<file path="config.mk">
export PLATFORM = sky130hd
export DESIGN_NAME = cu_control
export DESIGN_NICKNAME = d
export VERILOG_FILES = /design/src/cu_pkg.sv /design/src/cmd_fifo.sv /design/src/cmd_arbiter.sv /design/src/response_router.sv /design/src/progress_monitor.sv /design/src/cu_control.sv
export VERILOG_INCLUDE_DIRS = /design/src
export SDC_FILE = /design/constraint.sdc
export NUM_CORES = 2
export LEC_CHECK = 0
export ABC_CLOCK_PERIOD_IN_PS = 14800
export BUFFER_PORTS_ARGS = -buffer_cell sky130_fd_sc_hd__buf_2
export CAP_MARGIN = 20
export CORE_MARGIN = 2
export CORE_UTILIZATION = 65
export CTS_BUF_LIST = sky130_fd_sc_hd__clkbuf_4 sky130_fd_sc_hd__clkbuf_8 sky130_fd_sc_hd__clkbuf_16
export CTS_CLUSTER_SIZE = 25
export DETAILED_ROUTE_END_ITERATION = 16
export PLACE_DENSITY_LB_ADDON = 0.25
export SYNTH_ARGS = -nofsm -noshare
export SYNTH_HDL_FRONTEND = slang
export SYNTH_SLANG_ARGS = --single-unit
</file>
<file path="constraint.sdc">
create_clock -name clock -period 14.8 [get_ports clock]
set_input_delay 1.48 -clock clock [delete_from_list [all_inputs] [get_ports clock]]
set_output_delay 1.48 -clock clock [all_outputs]
set_load 0.1 [all_outputs]
</file>
<file path="src/cu_cfg.svh">
////////////////////////////////////////
// compute-unit controller configuration
// FIFO sizes, field widths and unit ids
////////////////////////////////////////
`ifndef CU_CFG_SVH
`define CU_CFG_SVH

// source command FIFOs
`define CU_CMD_FIFO_DEPTH 8
`define CU_CMD_HEADROOM 2

// burst FIFO towards the host
`define CU_BURST_FIFO_DEPTH 16
`define CU_BURST_HEADROOM 8

// field widths
`define CU_ADDR_WIDTH 32
`define CU_TAG_WIDTH 8
`define CU_COUNT_WIDTH 32
`define CU_ID_WIDTH 2

// responses carrying this id go to the vertex-job port
`define CU_VERTEX_CONTROL_ID 0

`endif

</file>
<file path="src/cu_pkg.sv">
////////////////////////////////////////
// compute-unit controller types
// command, response, descriptor and FIFO status lines
////////////////////////////////////////
`default_nettype none

`include "cu_cfg.svh"

package cu_pkg;

	typedef logic [`CU_ID_WIDTH-1:0] cu_id_t;
	typedef logic [`CU_ADDR_WIDTH-1:0] address_t;
	typedef logic [`CU_TAG_WIDTH-1:0] tag_t;
	typedef logic [`CU_COUNT_WIDTH-1:0] count_t;

	// read command towards the host
	typedef struct packed {
		logic     valid;
		cu_id_t   cu_id;
		address_t address;
		tag_t     tag;
	} cmd_line_t;

	// read response from the host
	typedef struct packed {
		logic   valid;
		cu_id_t cu_id;
		tag_t   tag;
	} response_line_t;

	// run descriptor
	typedef struct packed {
		logic   valid;
		count_t num_vertices;
		count_t num_edges;
	} wed_t;

	typedef struct packed {
		logic valid;
		logic empty;
		logic full;
		logic alfull;
	} buffer_status_t;

endpackage

`default_nettype wire

</file>
<file path="src/cmd_fifo.sv">
////////////////////////////////////////
// show-ahead command FIFO
// circular buffer with full and almost-full flags
////////////////////////////////////////
`timescale 1ns/100ps
`default_nettype none

module cmd_fifo
	import cu_pkg::*;
#(
	parameter int DEPTH = 8,
	parameter int HEADROOM = 2
) (
	input  logic           clock,
	input  logic           rstn,
	input  logic           push,
	input  cmd_line_t      data_in,
	input  logic           pop,
	output cmd_line_t      data_out,
	output buffer_status_t status
);

	localparam int AW = (DEPTH > 1) ? $clog2(DEPTH) : 1;
	localparam int CW = $clog2(DEPTH + 1);

	cmd_line_t mem [DEPTH];
	logic [AW-1:0] rd_ptr;
	logic [AW-1:0] wr_ptr;
	logic [CW-1:0] count;
	logic do_push;
	logic do_pop;

	// flags straight from the occupancy
	assign status.empty = (count == '0);
	assign status.full = (count == CW'(DEPTH));
	assign status.alfull = (count >= CW'(DEPTH - HEADROOM));
	assign status.valid = ~status.empty;

	assign do_push = push & ~status.full;
	assign do_pop = pop & ~status.empty;

	// head is visible while not empty
	assign data_out = status.empty ? '0 : mem[rd_ptr];

	always_ff @(posedge clock) begin
		if (do_push) begin
			mem[wr_ptr] <= data_in;
		end
	end

	always_ff @(posedge clock or negedge rstn) begin
		if (!rstn) begin
			rd_ptr <= '0;
			wr_ptr <= '0;
			count <= '0;
		end else begin
			if (do_push) begin
				wr_ptr <= (wr_ptr == AW'(DEPTH - 1)) ? '0 : wr_ptr + 1'b1;
			end
			if (do_pop) begin
				rd_ptr <= (rd_ptr == AW'(DEPTH - 1)) ? '0 : rd_ptr + 1'b1;
			end
			// simultaneous push and pop leaves the count alone
			if (do_push && !do_pop) begin
				count <= count + 1'b1;
			end else if (do_pop && !do_push) begin
				count <= count - 1'b1;
			end
		end
	end

endmodule

`default_nettype wire

</file>
<file path="src/cmd_arbiter.sv">
////////////////////////////////////////
// round-robin arbiter for two command heads
////////////////////////////////////////
`timescale 1ns/100ps
`default_nettype none

module cmd_arbiter
	import cu_pkg::*;
(
	input  logic            clock,
	input  logic            rstn,
	input  logic            enabled,
	input  logic            hold,
	input  cmd_line_t [1:0] heads,
	output logic [1:0]      pops,
	output cmd_line_t       cmd_out
);

	logic [1:0] req;
	logic grant;
	logic winner;
	// index of the source granted most recently
	logic last_grant;

	assign req[0] = heads[0].valid & ~hold & enabled;
	assign req[1] = heads[1].valid & ~hold & enabled;

	always_comb begin
		grant = 1'b1;
		winner = 1'b0;
		if (req[0] && req[1]) begin
			winner = ~last_grant;
		end else if (req[1]) begin
			winner = 1'b1;
		end else if (!req[0]) begin
			grant = 1'b0;
		end
	end

	// pop lands on the FIFO at the same edge the line is registered
	assign pops[0] = grant & ~winner;
	assign pops[1] = grant & winner;

	always_ff @(posedge clock or negedge rstn) begin
		if (!rstn) begin
			last_grant <= 1'b0;
			cmd_out <= '0;
		end else begin
			if (grant) begin
				last_grant <= winner;
				cmd_out <= heads[winner];
			end else begin
				cmd_out <= '0;
			end
		end
	end

endmodule

`default_nettype wire

</file>
<file path="src/response_router.sv">
////////////////////////////////////////
// read response router
// splits responses by compute-unit id
////////////////////////////////////////
`timescale 1ns/100ps
`default_nettype none

`include "cu_cfg.svh"

module response_router
	import cu_pkg::*;
(
	input  logic           clock,
	input  logic           rstn,
	input  logic           enabled,
	input  response_line_t response_in,
	output response_line_t vertex_response,
	output response_line_t algorithm_response
);

	logic to_vertex;

	assign to_vertex = (response_in.cu_id == cu_id_t'(`CU_VERTEX_CONTROL_ID));

	always_ff @(posedge clock or negedge rstn) begin
		if (!rstn) begin
			vertex_response <= '0;
			algorithm_response <= '0;
		end else begin
			// the port not selected is zeroed in the same cycle
			if (enabled && response_in.valid) begin
				if (to_vertex) begin
					vertex_response <= response_in;
					algorithm_response <= '0;
				end else begin
					vertex_response <= '0;
					algorithm_response <= response_in;
				end
			end else begin
				vertex_response <= '0;
				algorithm_response <= '0;
			end
		end
	end

endmodule

`default_nettype wire

</file>
<file path="src/progress_monitor.sv">
////////////////////////////////////////
// progress monitor
// done, status and running from completion counts
////////////////////////////////////////
`timescale 1ns/100ps
`default_nettype none

module progress_monitor
	import cu_pkg::*;
(
	input  logic        clock,
	input  logic        rstn,
	input  logic        enabled,
	input  wed_t        wed,
	input  logic        request_active,
	input  count_t      vertex_done_count,
	input  count_t      vertex_filtered_count,
	input  count_t      edge_done_count,
	output logic [63:0] algorithm_status,
	output logic        algorithm_done,
	output logic        algorithm_running
);

	count_t vertex_done_q;
	count_t vertex_filtered_q;
	count_t edge_done_q;
	count_t vertex_sum;
	logic done;

	assign vertex_sum = vertex_done_q + vertex_filtered_q;
	assign done = wed.valid && (wed.num_vertices == vertex_sum) &&
		(wed.num_edges == edge_done_q);

	always_ff @(posedge clock or negedge rstn) begin
		if (!rstn) begin
			vertex_done_q <= '0;
			vertex_filtered_q <= '0;
			edge_done_q <= '0;
			algorithm_status <= '0;
			algorithm_done <= 1'b0;
			algorithm_running <= 1'b0;
		end else if (enabled) begin
			// stage 1: count latch
			vertex_done_q <= vertex_done_count;
			vertex_filtered_q <= vertex_filtered_count;
			edge_done_q <= edge_done_count;
			// stage 2: outputs
			algorithm_status <= wed.valid ? {edge_done_q, vertex_sum} : '0;
			algorithm_done <= done;
			algorithm_running <= request_active;
		end
	end

endmodule

`default_nettype wire

</file>
<file path="src/cu_control.sv">
////////////////////////////////////////
// compute-unit controller, read side
// latches inputs, merges read commands, routes responses
////////////////////////////////////////
`timescale 1ns/100ps
`default_nettype none

`include "cu_cfg.svh"

module cu_control
	import cu_pkg::*;
(
	input  logic           clock,
	input  logic           rstn,
	input  logic           enable_in,
	input  wed_t           wed_in,
	input  response_line_t read_response_in,
	input  logic [63:0]    algorithm_requests,
	input  cmd_line_t      vertex_cmd,
	input  cmd_line_t      algorithm_cmd,
	input  logic           read_buffer_alfull,
	input  count_t         vertex_done_count,
	input  count_t         vertex_filtered_count,
	input  count_t         edge_done_count,
	output cmd_line_t      read_command_out,
	output buffer_status_t vertex_cmd_status,
	output buffer_status_t algorithm_cmd_status,
	output response_line_t vertex_response,
	output response_line_t algorithm_response,
	output logic [63:0]    algorithm_status,
	output logic           algorithm_done,
	output logic           algorithm_running
);

	logic enabled;
	wed_t wed_latched;
	response_line_t response_latched;
	logic [63:0] requests_latched;

	cmd_line_t [1:0] heads;
	logic [1:0] pops;
	logic hold;
	cmd_line_t arb_cmd;
	cmd_line_t burst_head;
	buffer_status_t burst_status;
	logic burst_pop;

////////////////////////////////////////
// enable and input latching
////////////////////////////////////////

	always_ff @(posedge clock or negedge rstn) begin
		if (!rstn) begin
			enabled <= 1'b0;
		end else begin
			enabled <= enable_in;
		end
	end

	always_ff @(posedge clock or negedge rstn) begin
		if (!rstn) begin
			wed_latched <= '0;
			response_latched <= '0;
			requests_latched <= '0;
		end else if (enabled) begin
			wed_latched <= wed_in;
			response_latched <= read_response_in;
			// keep the last nonzero request word
			if (|algorithm_requests) begin
				requests_latched <= algorithm_requests;
			end
		end
	end

	response_router i_router (
		.clock             (clock),
		.rstn              (rstn),
		.enabled           (enabled),
		.response_in       (response_latched),
		.vertex_response   (vertex_response),
		.algorithm_response(algorithm_response)
	);

////////////////////////////////////////
// per-source FIFOs and arbitration
////////////////////////////////////////

	cmd_fifo #(
		.DEPTH   (`CU_CMD_FIFO_DEPTH),
		.HEADROOM(`CU_CMD_HEADROOM)
	) i_vertex_fifo (
		.clock   (clock),
		.rstn    (rstn),
		.push    (vertex_cmd.valid),
		.data_in (vertex_cmd),
		.pop     (pops[0]),
		.data_out(heads[0]),
		.status  (vertex_cmd_status)
	);

	cmd_fifo #(
		.DEPTH   (`CU_CMD_FIFO_DEPTH),
		.HEADROOM(`CU_CMD_HEADROOM)
	) i_algorithm_fifo (
		.clock   (clock),
		.rstn    (rstn),
		.push    (algorithm_cmd.valid),
		.data_in (algorithm_cmd),
		.pop     (pops[1]),
		.data_out(heads[1]),
		.status  (algorithm_cmd_status)
	);

	// stop granting while the host or the burst FIFO is backing up
	assign hold = read_buffer_alfull | burst_status.alfull;

	cmd_arbiter i_arbiter (
		.clock  (clock),
		.rstn   (rstn),
		.enabled(enabled),
		.hold   (hold),
		.heads  (heads),
		.pops   (pops),
		.cmd_out(arb_cmd)
	);

////////////////////////////////////////
// burst FIFO and output register
////////////////////////////////////////

	cmd_fifo #(
		.DEPTH   (`CU_BURST_FIFO_DEPTH),
		.HEADROOM(`CU_BURST_HEADROOM)
	) i_burst_fifo (
		.clock   (clock),
		.rstn    (rstn),
		.push    (arb_cmd.valid),
		.data_in (arb_cmd),
		.pop     (burst_pop),
		.data_out(burst_head),
		.status  (burst_status)
	);

	// no pop while disabled, so nothing is dropped at the held register
	assign burst_pop = enabled & ~burst_status.empty & ~read_buffer_alfull;

	always_ff @(posedge clock or negedge rstn) begin
		if (!rstn) begin
			read_command_out <= '0;
		end else if (enabled) begin
			read_command_out <= burst_pop ? burst_head : '0;
		end
	end

	progress_monitor i_progress (
		.clock                (clock),
		.rstn                 (rstn),
		.enabled              (enabled),
		.wed                  (wed_latched),
		.request_active       (|requests_latched),
		.vertex_done_count    (vertex_done_count),
		.vertex_filtered_count(vertex_filtered_count),
		.edge_done_count      (edge_done_count),
		.algorithm_status     (algorithm_status),
		.algorithm_done       (algorithm_done),
		.algorithm_running    (algorithm_running)
	);

endmodule

`default_nettype wire

</file>
==> results.rst <==
.. list-table::
   :header-rows: 1

   * - Metric
     - Value
   * - Area growth from synthesis to final layout
     - 14.25%
   * - Internal power
     - 10.37 mW
   * - Kind of start point of the critical path
     - register
   * - Max-slew violations
     - 0
   * - Post-route core utilization
     - 74.93%
   * - CP Max Fanout
     - 46
   * - Category of the most critical setup path
     - reg -> reg
   * - Detailed-placement wirelength estimate
     - 99620 microns
   * - Clock tree buffer depth
     - 3
   * - Clock slew at reported path FFs
     - 0.07 ns
   * - Switch share
     - 31.94%
   * - Signal arrival time at the worst endpoint
     - 5.26 ns
   * - Cell-by-cell listing of the critical path
     - mux4_2 -> mux2i_1 -> or3_1 -> a21o_2 -> buf_4 -> ha_1 -> inv_1 -> ha_1 -> a21o_1 -> a21oi_1 -> xnor2_1 -> nor2_1 -> xor2_1
   * - Power per unit of standard cell area
     - 186.8 mW/mm^2
   * - Starting density of the core
     - 65.58%
   * - Placed Cells incl. Taps
     - 5331
   * - Register bit total from synthesis
     - 1821
   * - Length of the first detailed-routing pass in iterations
     - 5
   * - Worst path slowest cell
     - dfrtp_4
   * - Synth cell count leaders
     - 1376 x edfxtp_1, 445 x dfrtp_1, 387 x mux4_2
   * - Final #Nets
     - 4484
   * - Number of filler instances in the final layout
     - 6001
   * - Most instantiated library cell after synthesis
     - edfxtp_1
   * - Rows
     - 121
   * - # Post-CTS Setup Buffers
     - 0
   * - Share of the clock period used by the worst path
     - 31.14%
   * - CTS tree
     - built
   * - Pin count of the biggest net entering global routing
     - 129
   * - Max-cap violation count
     - 0
   * - Endpoint class of the critical path
     - register
   * - Top cell by count, worst path
     - ha_1
   * - Comb pwr share
     - 25.9%
   * - Number of antenna violations at the first check in global routing
     - 52
   * - Peak supply drop
     - 0.0001444 V
   * - Detail-routed via count per cell
     - 6.521
   * - Post-synth EDFFs
     - 1376
   * - Remaining antenna violation count
     - 0
   * - Highest achievable clock rate
     - 217.0 MHz
   * - Drt first-iter violations
     - 4278
   * - Wire length after detailed routing
     - 170000 microns
   * - WHS Path Cells
     - 1
   * - CTS-repair resized insts
     - 0
   * - Post-synthesis instance total
     - 3566
   * - Warnings, synthesis
     - 0
   * - Number of cells on the critical path
     - 13
   * - Period minus WS final
     - 4.609 ns
   * - Area occupied by registers
     - 0.05249 sq mm
   * - Fraction of the yosys area taken by sequential cells
     - 73.48%
   * - Routed vias
     - 37180
   * - Number of distinct standard cells referenced by the synthesized netlist
     - 83
   * - Critical path buffer and inverter count
     - 2
   * - Hold-fix buffers at CTS
     - 0
   * - Least-Margin Pin Slew
     - 1.081 ns
   * - Switching power total
     - 4.866 mW
   * - Area share of the largest cell type after synthesis
     - 57.88%
   * - Cell Area, Synth
     - 0.07139 sq mm
   * - Number of clock sinks
     - 1821
   * - Post-synthesis cell type with the largest combined area
     - edfxtp_1
   * - Core Area
     - 0.1089 sq mm
   * - Global-route wire length before repair
     - 250000 microns
   * - Fraction of registers with async set/reset
     - 24.44%
   * - RSZ-0062 raised after global routing
     - false
   * - Worst hold path class
     - reg -> reg
   * - Buffer cell driving the clock tree root
     - clkbuf_16
   * - Quantity of I/O buffers inserted on ports
     - 464
   * - Total area of multi-input combinational cells
     - 0.01827 sq mm
   * - Die W
     - 335.4 microns
   * - Clock skew after layout
     - 0.02672 ns
   * - Flip-flop cell with the highest count after synthesis
     - edfxtp_1
   * - Overall routing resource usage
     - 30.72%
   * - Routed wirelength normalized by instance count
     - 29.82 microns
   * - Part of the total power dissipated in sequential elements
     - 45.0%
   * - Worst max-slew margin expressed relative to the limit
     - 27.92%
   * - Status
     - completed
   * - Overall die height
     - 335.4 microns
   * - Design Area, Final
     - 0.08156 sq mm
   * - Final-report setup violation count
     - 0
   * - Die area
     - 0.1125 sq mm
   * - Final routed DRC violation total
     - 0
   * - Kind of cell adding the most delay to the critical path
     - flip-flops
   * - Post-Synthesis Mean Instance Area
     - 20.02 sq um
   * - Fraction of layout cells with a size suffix above 1
     - 36.20%
   * - Part of the power in the clock network
     - 29.1%
   * - H-tree depth
     - 4
   * - Static Leak
     - 29.29 nW
   * - Via count of the first global-routing pass
     - 38100
   * - Area after detailed placement
     - 0.07556 sq mm
   * - Delay of the slowest cell on the worst path
     - 1.02 ns
   * - RePlAce Congestion
     - 0.9075
   * - Clock network latency to the later pin of the worst-skew pair
     - 0.78 ns
   * - Top-Level Pins
     - 465
   * - Reg2Reg Depth
     - 13
   * - Accumulated negative setup slack
     - 0 ns
   * - Number of buffers created by CTS
     - 176
   * - Worst endpoint required time
     - 15.45 ns
   * - Total grt overflow
     - 0
   * - Post-Layout Cell Count
     - 5702
   * - Number of hold-slack violations in the final timing report
     - 0
   * - Top area cells in the synthesized netlist
     - edfxtp_1 58%, dfrtp_1 16%, mux4_2 12%
sequential cells by signal, summed over array words and instances (netlist names), 5 cells and up:
| signal | cells |
|---|---|
| i_burst_fifo.mem | 688 |
| i_algorithm_fifo.mem | 344 |
| i_vertex_fifo.mem | 344 |
| wed_latched | 65 |
| i_progress.algorithm_status | 64 |
| requests_latched | 64 |
| i_arbiter.cmd_out | 43 |
| read_command_out | 43 |
| i_progress.edge_done_q | 32 |
| i_progress.vertex_done_q | 32 |
| i_progress.vertex_filtered_q | 32 |
| i_router.algorithm_response | 11 |
| i_router.vertex_response | 11 |
| response_latched | 11 |
| i_burst_fifo.count | 5 |
power groups by stage:
stage	logic, mW	registers (mW)	clock network (mW)
after global routing	4.13	6.93	4.68
after CTS	3.95	6.86	4.49
after floorplan	2.43	7.23	0
after global placement	3.84	6.90	0
final	3.94	6.85	4.44
after detailed placement	3.90	6.94	0
final timing paths:
check                                              endpoint                           start  slack, ns
max                               i_algorithm_fifo.count[3]      i_algorithm_fifo.rd_ptr[0]      10.19
min                          i_progress.algorithm_status[4]  i_progress.algorithm_status[4]       0.49
max reg2reg                       i_algorithm_fifo.count[3]      i_algorithm_fifo.rd_ptr[0]      10.19
min reg2reg                  i_progress.algorithm_status[4]  i_progress.algorithm_status[4]       0.49
max in group asynchronous               requests_latched[7]                            rstn      11.21
min in group asynchronous  i_progress.vertex_filtered_q[22]                            rstn       0.76
metal layers:
layer	wire, microns	part of all wire [%]	global-route usage, %
met1	64050	38	42.64
met2	84940	50	48.41
met3	13990	8.2	6.046
met4	6833	4.0	13.53
met5	207	0.12	0
metrics by stage:
step / setup WS [ns] / power [mW] / hold WS, ns
final: 10.19 / 15.23 / 0.4863
after global placement: 9.796 / 10.75 / 0.4606
after floorplan: 7.709 / 9.659 / 0.4517
after detailed placement: 9.733 / 10.85 / 0.4718
after global routing: 9.969 / 15.75 / 0.5071
after CTS: 10.14 / 15.30 / 0.4886
cell type report:
type / instances / share of cell area [%]
antenna: 37 / 0.1135
clock buffer: 254 / 6.383
clock inverter: 75 / 0.7318
inverter: 46 / 0.2148
multi-input combinational: 1517 / 22.40
sequential: 1821 / 64.36
tap: 1414 / 2.169
timing repair buffer: 538 / 3.631
cells in the final DEF, fill, tap and decap left out, types with 29 or more instances in the layout:
cell and count:
clkbuf_16 183, edfxtp_1 1376, mux2_2 239, nand2_1 71, mux2i_1 87, dfrtp_1 434, xnor2_1 76, nand4_1 29
diode_2 37, ha_1 54, o21ai_0 52, nor4_1 41, a22o_1 78, inv_1 45, nand3_1 33, a21oi_1 35
buf_2 464, clkbuf_4 56, mux4_2 387, o22ai_1 44, buf_4 68
cell families (layout without fill, tap and decap cells):
family	after synthesis	in the layout	share of synthesized area, %
xor+xnor	108	108	1.442
compound gates	309	309	3.143
simple gates	326	326	2.394
mux	714	714	17.21
other cells	1	39	0.005253
buf+inv	229	913	1.262
fa+ha+maj	58	58	1.059
flops	1821	1821	73.48
Note: power is estimated with default switching activity, not from simulation.
